$ cat config.mk
export PLATFORM = sky130hd
export DESIGN_NAME = parcelBoundary
export DESIGN_NICKNAME = d
export VERILOG_FILES = /design/src/isaPkg.sv /design/src/bundlePkg.sv /design/src/parcelBoundary.sv
export SDC_FILE = /design/constraint.sdc
export NUM_CORES = 1
export LEC_CHECK = 0
export ABC_AREA = 1
export BUFFER_PORTS_ARGS = -buffer_cell sky130_fd_sc_hd__buf_2
export CORE_AREA = 2 2 67 69
export DETAILED_ROUTE_END_ITERATION = 16
export DIE_AREA = 0 0 69 71
export PLACE_DENSITY = 0.73
export SLEW_MARGIN = 20
export SYNTH_ARGS = -nofsm -noshare
export SYNTH_HDL_FRONTEND = slang
export SYNTH_SLANG_ARGS = --single-unit
export TNS_END_PERCENT = 10
$ cat constraint.sdc
create_clock -name vclk -period 9
set_input_delay 2.25 -clock vclk [all_inputs]
set_output_delay 2.25 -clock vclk [all_outputs]
set_load 0.02 [all_outputs]
$ cat src/isaPkg.sv
package isaPkg;

  // Main opcode map, byte 0 of every instruction
  localparam logic [7:0] opAluLimit    = 8'd39;   // 0..39, bit 2 picks mul
  localparam logic [7:0] opShiftLo     = 8'd40;
  localparam logic [7:0] opShiftHi     = 8'd45;
  localparam logic [7:0] opCmpLo       = 8'd46;   // Compare and test
  localparam logic [7:0] opCmpHi       = 8'd53;
  localparam logic [7:0] opLdStLo      = 8'd64;   // Bit 0 set means store
  localparam logic [7:0] opLdStHi      = 8'd111;
  localparam logic [7:0] opCondJumpLo  = 8'd160;
  localparam logic [7:0] opCondJumpHi  = 8'd175;
  localparam logic [7:0] opLongJump    = 8'd180;
  localparam logic [7:0] opUncondJump  = 8'd181;
  localparam logic [7:0] opBranchGroup = 8'd182;  // Indirect, call, return
  localparam logic [7:0] opSys         = 8'hff;

  // Sub-operations of opBranchGroup
  localparam logic [2:0] subIndir = 3'd0;
  localparam logic [2:0] subCallA = 3'd1;
  localparam logic [2:0] subCallB = 3'd2;
  localparam logic [2:0] subRet   = 3'd3;

  typedef struct packed {
    logic indir;
    logic jump;
    logic alu;
    logic shift;
    logic mul;
    logic load;
    logic store;
    logic sys;
  } instrClassT;

  typedef struct packed {
    logic [23:0] operands;
    logic [7:0]  opcode;
  } instrBaseT;

  // Layout used by the branch group only
  typedef struct packed {
    logic [15:0] upper;
    logic [2:0]  subOp;
    logic [4:0]  lower;
    logic [7:0]  opcode;
  } instrBranchT;

  typedef union packed {
    instrBaseT   base;
    instrBranchT branch;
  } instrWordU;

endpackage

$ cat src/bundlePkg.sv
package bundlePkg;

  import isaPkg::*;

  localparam int numParcels    = 15;
  localparam int numSlots      = 8;
  localparam int numJumpSlots  = 4;
  localparam int parcelBits    = 16;
  localparam int windowParcels = 4;   // Longest instruction in parcels
  localparam int windowBits    = windowParcels * parcelBits;

  typedef logic [parcelBits-1:0] parcelT;
  typedef logic [3:0]            offsetT;
  typedef logic [4:0]            countT;

  typedef struct packed {
    parcelT [numParcels-1:0]  parcels;
    parcelT                   tailParcel;
    logic   [numParcels-1:0]  endBits;
    offsetT                   startOff;
  } fetchBundleT;

  typedef struct packed {
    logic [windowBits-1:0]    window;
    offsetT                   offset;
    logic [windowParcels-1:0] cont;
    instrClassT               cls;
  } instrSlotT;

  // Four parcels from parcel k, tail appended, zeros past the tail
  function automatic logic [windowBits-1:0] parcelWindow(fetchBundleT b, int k);
    logic [(numParcels + windowParcels) * parcelBits - 1:0] ext;
    ext = {{((windowParcels - 1) * parcelBits){1'b0}}, b.tailParcel, b.parcels};
    return ext[k * parcelBits +: windowBits];
  endfunction

  // Continuation bits of parcel k
  function automatic logic [windowParcels-1:0] parcelCont(
    logic [numParcels-1:0] endBits,
    int k
  );
    logic [numParcels + windowParcels - 2:0] ext;
    ext = {{(windowParcels - 1){1'b0}}, endBits};  // No end bits above 14
    return ~ext[k +: windowParcels];
  endfunction

  function automatic countT popCount(logic [numParcels-1:0] v);
    countT n;
    n = '0;
    for (int i = 0; i < numParcels; i++) begin
      n = n + countT'(v[i]);
    end
    return n;
  endfunction

endpackage

$ cat src/parcelBoundary.sv
module parcelBoundary
  import isaPkg::*;
  import bundlePkg::*;
(
  input  logic [numParcels-1:0]       endBits,
  input  offsetT                      startOff,
  input  instrClassT [numParcels-1:0] parcelCls,
  output logic [numParcels-1:0]       startMask,
  output logic [numParcels-1:0]       jumpMask,
  output logic                        error,
  output logic                        jumpError
);

  logic [numParcels-1:0] prevEnd;
  countT                 startCount;
  countT                 jumpCount;

  // End vector shifted up by one, bit -1 always set
  assign prevEnd = {endBits[numParcels-2:0], 1'b1};

  always_comb begin
    for (int k = 0; k < numParcels; k++) begin
      startMask[k] = prevEnd[k] && (offsetT'(k) >= startOff);
      jumpMask[k]  = startMask[k] && parcelCls[k].jump;
    end
  end

  assign startCount = popCount(startMask);
  assign jumpCount  = popCount(jumpMask);

  // Offset 15 points at the tail, nothing can start there
  assign error     = (startCount > numSlots) || (startOff == offsetT'(numParcels));
  assign jumpError = jumpCount > numJumpSlots;

endmodule

==> flow_summary.yaml <==
sta:
  setup_violations: 0
  fmax_mhz: 115
  finalCritPeriodShare: 0.968
  tightest_slew_ns: 0.399
  tns_ns: 0
  relSlewSlack: 0.732
  rsz0062_at_grt: "false"
  finalHoldViolCount: 0
  min_period_ns: 8.72
  finalMaxSlewViolations: 0
worst_hold_path:
  min-delay-start: "parcelCls[70]"
  min_path_type: "in -> out"
  min_to: "jumpMask[8]"
  hold_depth: 4
critical_path:
  critPathTopFamily: "adder cells"
  cp_max_fo: 5
  path_class: "in -> out"
  path_cells: "buf_2 -> nor2_1 -> nand2_1 -> nor2_1 -> fa_1 -> inv_1 -> fa_1 -> fa_1 -> fa_1 -> inv_1 -> fa_1 -> fa_1 -> or2_2 -> nand3_1 -> nand2_1 -> buf_2"
  cp.arrival_ns: 6.47
  cpMaxStageDelayCell: "fa_1"
  cp.required_ns: 6.75
  cp_slowest_stage_delay_ns: 0.51
  crit_buf_inv: 4
  critPathCaptureType: "primary output"
  cpMostUsedCell: "fa_1"
  startpoint_type: "input pin"
detailed_routing:
  drt_iter0_drc: 27
  avgViaCountPerCell: 4.07
  drt-total-wl_um: 2990
  detail_route.first_pass.iterations: 4
  ant_nets: 0
  drc: 0
  vias: 1099
  wire_per_inst_um: 11.1
layout:
  n_fill_cell: 483
  multiInputGateArea_um2: 778
  seq_cell_count: 0
  ff_latch_area_um2: 0
  antenna_cells: 0
  nNetsFinal: 383
  area_growth_pct: 36.8
  clock_buffers: 0
  drive_gt1_frac: 0.367
die:
  coreArea_um2: 4200
  initial_core_util: 0.245
  chipWidth_um: 69
  fp-row-count: 24
  io_pins: 171
  die_y_um: 71
  fp.dieArea_um2: 4900
power:
  p_int_uw: 46.8
  power_switching_uw: 70.2
  p_per_area_nw_per_um2: 83.1
  switching_share: 0.600
  p_seq_frac: 0
  peakVddDrop_uv: 37.1
  p_leak_uw: 0.00101
  comb_power_share: 1.000
  finalPower_uw: 117
  clkPwrFrac: 0
placement:
  io_buffers: 65
  gp_congestion: 0.872
  dp_hpwl_um: 2820
synth:
  synth_xor_area_frac: 0
  yosysMostFrequentCell: "inv_1"
  synth_adder_area_share: 0.437
  synth_area_leaders: "fa_1, inv_1, nand2_1, nor2_1, ha_1"
  yosysTopAreaCell: "fa_1"
  synthMuxAreaShare: 0
  ys_seq_area_frac: 0
  synth_compound_area_frac: 0.0316
  synth_top_area_share: 0.389
  synth.distinct_cells: 20
  synthSimpleGateAreaFrac: 0.287
  synthCells: 154
  synth_common_cells: "inv_1, fa_1, nand2_1"
  avgSynthCellArea_um2: 6.69
  syn-cell-area_um2: 1030
  synth_top_family_by_area: "adder cells"
  yosysWarnings: 0
  syn-num-nets: 317
status:
  status: "completed"
job:
  drv_cap: 0
global_route:
  grt_pass1_vias: 1161
  overflow: 0
  antenna_found_initial: 0
  grt_pass1_wl_um: 5090
  grt_usage: 0.128
  grt_max_degree: 9
cts:
  hold_buffers: 0
  post_cts_buffers: 0
  cts_resized: 0
kinds of logic after synthesis:
kind of cell    after synthesis
compound gates                5
fa+ha+maj                    24
buf+inv                      65
simple gates                 60
metrics by stage:
stage,utilization,area [µm²],hold slack (ns),std cells,setup slack [ns]
global route,0.335,1410,4.85,270,0.0535
detailed placement,0.335,1410,4.83,270,0.297
floorplan,-,1030,4.61,154,0.233
finish,0.335,1410,4.83,270,0.285
CTS,0.335,1410,4.83,270,0.286
global placement,0.335,1410,4.83,270,0.330
worst max path at each step:
stage                      endpoint  cells after the start        start
after floorplan           jumpError                     17  startOff[3]
after global placement    jumpError                     18  startOff[3]
after global routing      jumpError                     16  startOff[1]
after CTS                 jumpError                     18  startOff[3]
final                     jumpError                     16  startOff[1]
after detailed placement  jumpError                     18  startOff[3]
cell type report:
type / count / area share
repair buffers: 65 / 0.231
well taps: 52 / 0.0462
inverters: 64 / 0.171
multi-input cells: 89 / 0.552
worst min-delay path, stage by stage:
cell and delay (ns):
buf_2 0.11, inv_1 0.04, nor2_1 0.03, buf_2 0.14
cells in the final DEF, fill, tap and decap left out, types with 2 or more instances in the layout:
cell type,count
nand2_1,20
or2_2,2
ha_1,4
inv_1,61
nand2_4,2
fa_1,20
buf_2,65
a21oi_1,2
nor2_4,2
nand3_1,8
nor2_1,17
o21ai_2,2
nor2_2,3
inv_2,3
nand4_1,2
routing by layer:
layer  vias to the layer above  track usage  routed length, µm
met5                         -            0                  0
met4                         0       0.0131                 35
met3                         3       0.0228                347
met2                        60        0.244               1390
met1                       481        0.156               1220
li1                        555            -                  -
power groups by stage:
stage / Clock, µW / Sequential, µW / Combinational (µW)
final: 0 / 0 / 117
after global routing: 0 / 0 / 140
after CTS: 0 / 0 / 119
after detailed placement: 0 / 0 / 119
after global placement: 0 / 0 / 114
after floorplan: 0 / 0 / 85.0
No activity file was read; power rests on OpenSTA's default activity.
