==> src/isaPkg.sv <==
package isaPkg;

  // Main opcode map, byte 0 of every instruction
  localparam logic [7:0] opAluLimit    = 8'd39;   // 0..39, bit 2 picks mul
  localparam logic [7:0] opShiftLo     = 8'd40;
  localparam logic [7:0] opShiftHi     = 8'd45;
  localparam logic [7:0] opCmpLo       = 8'd46;   // Compare and test
  localparam logic [7:0] opCmpHi       = 8'd53;
  localparam logic [7:0] opLdStLo      = 8'd64;   // Bit 0 set means store
  localparam logic [7:0] opLdStHi      = 8'd111;
  localparam logic [7:0] opCondJumpLo  = 8'd160;
  localparam logic [7:0] opCondJumpHi  = 8'd175;
  localparam logic [7:0] opLongJump    = 8'd180;
  localparam logic [7:0] opUncondJump  = 8'd181;
  localparam logic [7:0] opBranchGroup = 8'd182;  // Indirect, call, return
  localparam logic [7:0] opSys         = 8'hff;

  // Sub-operations of opBranchGroup
  localparam logic [2:0] subIndir = 3'd0;
  localparam logic [2:0] subCallA = 3'd1;
  localparam logic [2:0] subCallB = 3'd2;
  localparam logic [2:0] subRet   = 3'd3;

  typedef struct packed {
    logic indir;
    logic jump;
    logic alu;
    logic shift;
    logic mul;
    logic load;
    logic store;
    logic sys;
  } instrClassT;

  typedef struct packed {
    logic [23:0] operands;
    logic [7:0]  opcode;
  } instrBaseT;

  // Layout used by the branch group only
  typedef struct packed {
    logic [15:0] upper;
    logic [2:0]  subOp;
    logic [4:0]  lower;
    logic [7:0]  opcode;
  } instrBranchT;

  typedef union packed {
    instrBaseT   base;
    instrBranchT branch;
  } instrWordU;

endpackage

==> src/instrClassDecode.sv <==
module instrClassDecode
  import isaPkg::*;
(
  input  instrWordU  instr,
  input  logic [3:0] cont,
  output instrClassT cls
);

  logic [7:0] opcode;
  logic       twoParcels;
  logic       isAluMul;
  logic       isShift;
  logic       isCmp;
  logic       isLdSt;
  logic       isCondJump;
  logic       isDirectJump;
  logic       isBranch;

  assign opcode     = instr.base.opcode;
  assign twoParcels = cont[0];  // Instruction spans at least two parcels

  assign isAluMul     = opcode <= opAluLimit;
  assign isShift      = opcode inside {[opShiftLo:opShiftHi]};
  assign isCmp        = opcode inside {[opCmpLo:opCmpHi]};
  assign isLdSt       = opcode inside {[opLdStLo:opLdStHi]};
  assign isCondJump   = opcode inside {[opCondJumpLo:opCondJumpHi]};
  assign isDirectJump = (opcode == opLongJump) || (opcode == opUncondJump);
  assign isBranch     = opcode == opBranchGroup;

  always_comb begin
    cls = '0;
    if (twoParcels) begin
      if (isAluMul) begin
        cls.alu = ~opcode[2];
        cls.mul = opcode[2];
      end else if (isShift) begin
        cls.shift = 1'b1;
      end else if (isCmp) begin
        cls.alu = 1'b1;
      end else if (isLdSt) begin
        cls.load  = ~opcode[0];
        cls.store = opcode[0];
      end else if (isCondJump) begin
        cls.jump = 1'b1;
        cls.alu  = 1'b1;  // Condition evaluated in the ALU
      end else if (isDirectJump) begin
        cls.jump = 1'b1;
      end else if (isBranch) begin
        case (instr.branch.subOp)
          subIndir, subRet: begin
            cls.jump  = 1'b1;
            cls.indir = 1'b1;
          end
          subCallA, subCallB: begin
            cls.jump  = 1'b1;
            cls.store = 1'b1;  // Return address push
          end
          default: begin
            cls = '0;
          end
        endcase
      end
    end
    // System opcode is valid at any length
    if (opcode == opSys) begin
      cls.sys = 1'b1;
    end
  end

endmodule

==> config.mk <==
export PLATFORM = sky130hd
export DESIGN_NAME = instrClassDecode
export DESIGN_NICKNAME = d
export VERILOG_FILES = /design/src/isaPkg.sv /design/src/instrClassDecode.sv
export SDC_FILE = /design/constraint.sdc
export NUM_CORES = 1
export LEC_CHECK = 0
export ABC_AREA = 1
export CAP_MARGIN = 30
export CORE_AREA = 5 5 42 44
export DETAILED_ROUTE_END_ITERATION = 16
export DIE_AREA = 0 0 47 49
export DONT_BUFFER_PORTS = 1
export GPL_TIMING_DRIVEN = 0
export PLACE_DENSITY_LB_ADDON = 0.3
export SYNTH_ARGS = -nofsm -noshare
export SYNTH_HDL_FRONTEND = slang
export SYNTH_SLANG_ARGS = --single-unit
==> constraint.sdc <==
create_clock -name vclk -period 0.8
set_input_delay 0 -clock vclk [all_inputs]
set_output_delay 0 -clock vclk [all_outputs]
set_load 0.01 [all_outputs]
==> impl_metrics.prom <==
# TYPE chip_impl_metric gauge
chip_impl_metric{name="postCtsHoldBufs",unit=""} 0
chip_impl_metric{name="yosys.area_share.xor_xnor",unit=""} 0
chip_impl_metric{name="avgViaCountPerCell",unit=""} 4.633
chip_impl_metric{name="number_of_cells_produced_by_synthesis",unit=""} 63
chip_impl_metric{name="route.detailed.drc",unit=""} 0
chip_impl_metric{name="placed_cells",unit=""} 79
chip_impl_metric{name="cts_setup_buffers",unit=""} 0
chip_impl_metric{name="timing.final.hold_violations",unit=""} 0
chip_impl_metric{name="n_clock_buffer",unit=""} 0
chip_impl_metric{name="wl_per_cell",unit="um"} 10.14
chip_impl_metric{name="power.density",unit="nW/um^2"} 318.4
chip_impl_metric{name="antenna_diode_count",unit=""} 0
chip_impl_metric{name="post_route_cells_drive_above_1_share",unit=""} 0.1111
chip_impl_metric{name="static_leak",unit="nW"} 0.1764
chip_impl_metric{name="arrival",unit="ns"} 0.60
chip_impl_info{name="rsz0062_at_grt",value="no"} 1
chip_impl_metric{name="setup-tns-final",unit="ns"} 0
chip_impl_metric{name="final.fill_count",unit=""} 180
chip_impl_metric{name="synth_compound_area_frac",unit=""} 0.03433
chip_impl_metric{name="worst_slew_margin_rel",unit=""} 0.6390
chip_impl_metric{name="ir_worst_vdd",unit="V"} 0.0001139
chip_impl_metric{name="avg_inst_size_synth",unit="um^2"} 4.627
chip_impl_info{name="hold_path.class",value="input port to output pin"} 1
chip_impl_metric{name="synth_fp_nets",unit=""} 99
chip_impl_metric{name="maxSlewViolCount",unit=""} 0
chip_impl_metric{name="post-dp-hpwl",unit="um"} 712.3
chip_impl_metric{name="nNetsFinal",unit=""} 101
chip_impl_metric{name="grt.overflow.total",unit=""} 0
chip_impl_metric{name="total_power",unit="uW"} 99.20
chip_impl_metric{name="ys_warn_count",unit=""} 0
chip_impl_metric{name="routed-via-count",unit=""} 366
chip_impl_metric{name="floorplan.initialDensity",unit=""} 0.2080
chip_impl_metric{name="finalSetupViolCount",unit=""} 0
chip_impl_metric{name="synth-seq-area-share",unit=""} 0
chip_impl_metric{name="instances_no_fill",unit=""} 79
chip_impl_metric{name="gpl.final_weighted_congestion",unit=""} 0.7024
chip_impl_info{name="setup.worst_path.end_class",value="output pin"} 1
chip_impl_metric{name="combined_flip_flop_and_latch_cell_area",unit="um^2"} 0
chip_impl_metric{name="overall_global_routing_usage",unit=""} 0.06877
chip_impl_metric{name="synthSimpleGateAreaFrac",unit=""} 0.7854
chip_impl_metric{name="synth_fa_ha_area_frac",unit=""} 0
chip_impl_metric{name="flow.area_growth_from_synthesis",unit="%"} 6.867
chip_impl_metric{name="dr.pass1.iters",unit=""} 4
chip_impl_metric{name="design.die.area",unit="um^2"} 2303
chip_impl_metric{name="post_synth_instance_area",unit="um^2"} 291.5
chip_impl_info{name="critical_path.startpoint_type",value="input port"} 1
chip_impl_info{name="timing.critical_path.slowest_stage_cell",value="sky130_fd_sc_hd__nor2_2"} 1
chip_impl_metric{name="grt_start_max_net_pins",unit=""} 7
chip_impl_metric{name="fmaxAchievable",unit="GHz"} 1.655
chip_impl_metric{name="drt_first_iter_violations",unit=""} 13
chip_impl_metric{name="path_max_fanout",unit=""} 4
chip_impl_metric{name="placeable_core_region",unit="um^2"} 1401
chip_impl_metric{name="period_share",unit=""} 0.7554
chip_impl_info{name="cell_by_cell_listing_of_the_critical_path",value="inv_1 > nand2_2 > nor2_4 > nand3_1 > nand2_1 > nand2_1 > nor2_2"} 1
chip_impl_metric{name="final_period_minus_worst_setup_slack",unit="ns"} 0.6044
chip_impl_metric{name="max_cap_viol_count",unit=""} 0
chip_impl_metric{name="dieHeight",unit="um"} 49
chip_impl_metric{name="cp.required",unit="ns"} 0.80
chip_impl_metric{name="placement.io_buffers",unit=""} 0
chip_impl_info{name="path_common_cell",value="sky130_fd_sc_hd__nand2_1"} 1
chip_impl_metric{name="drt_wl_total",unit="um"} 801
chip_impl_metric{name="max_slew.worst_pin.slew",unit="ns"} 0.5366
chip_impl_metric{name="cp_slowest_stage_delay",unit="ns"} 0.14
chip_impl_metric{name="die-width",unit="um"} 47
chip_impl_metric{name="sequential_cell_count",unit=""} 0
chip_impl_info{name="crit_type",value="input port to output pin"} 1
chip_impl_metric{name="post_cts_resized",unit=""} 0
chip_impl_metric{name="synth.distinct_cells",unit=""} 14
chip_impl_metric{name="first_global_vias",unit=""} 337
chip_impl_metric{name="grt_antenna_before_repair",unit=""} 0
chip_impl_metric{name="drt.antenna.violating_nets",unit=""} 0
chip_impl_metric{name="muxShareOfSynthArea",unit=""} 0
chip_impl_metric{name="std_cell_rows",unit=""} 14
chip_impl_info{name="largest_family_of_logic_cells_by_synthesized_area",value="simple AND/OR/NAND/NOR gates"} 1
chip_impl_metric{name="global_route_wire_length_before_repair",unit="um"} 1311
chip_impl_metric{name="ios",unit=""} 44
chip_impl_metric{name="whs_path_depth",unit=""} 2
chip_impl_metric{name="final_core_utilization",unit=""} 0.2223
chip_impl_info{name="run_status",value="complete, no violations"} 1
-- path summary, 6_finish.rpt --
| path | startpoint | to | slack [ns] |
|---|---|---|---|
| setup / recovery | instr[6] | cls[1] | 0.20 |
| hold / removal | cont[0] | cls[6] | 0.1 |
-- cells in the final DEF (no fill, tap or decap), drive strengths merged --
| cell | instances |
|---|---|
| a21oi | 1 |
| nand4 | 2 |
| nand2 | 18 |
| nor2 | 10 |
| nor3 | 1 |
| nand3b | 1 |
| nor4 | 1 |
| inv | 14 |
| o21ai | 1 |
| nand3 | 14 |
-- layout make-up --
type	count	area (um^2)	share of cell area
inverters	14	52.55	0.1687
well taps	16	20.02	0.06426
multi-input cells	49	239.0	0.7671
-- critical path: cells and delay by family --
| kind | cells | cell delay, ns |
|---|---|---|
| simple gates | 6 | 0.52 |
| buf+inv | 1 | 0.08 |
-- logic make-up (layout without fill, tap and decap cells) --
logic type      count (synthesis)  count (layout)
compound gates                  2               2
buf+inv                        14              14
simple gates                   47              47
-- per-layer routing --
metal | vias to the layer above | share of wire | global-route usage
li1 | 199 | - | -
met1 | 152 | 0.40 | 0.08478
met2 | 15 | 0.48 | 0.1222
met3 | 0 | 0.12 | 0.01845
met4 | 0 | 0 | 0
met5 | - | 0 | 0
-- synthesized netlist by cell type, drive strengths merged --
cell    instances  share of area
nand2          18           0.25
nand3b          1          0.026
a21oi           1          0.017
nor3            1          0.034
nand3          14           0.24
inv            14           0.18
nor4            1          0.021
nand4           2          0.043
nor2           10           0.17
o21ai           1          0.017
-- power by group --
group	switching, mW	internal, mW
sequential	0	0
clock	0	0
combinational	0.0653	0.0339
-- through the flow --
step                hold slack [ns]  area [um^2]  setup WS, ns
floorplan                   0.09607        291.5        0.2698
global placement             0.1050        311.5        0.1839
detailed placement           0.1022        311.5        0.1764
CTS                          0.1022        311.5        0.1770
global route                 0.1438        311.5       0.07084
finish                      0.09964        311.5        0.1957
Power figures use the tool's default switching activity.
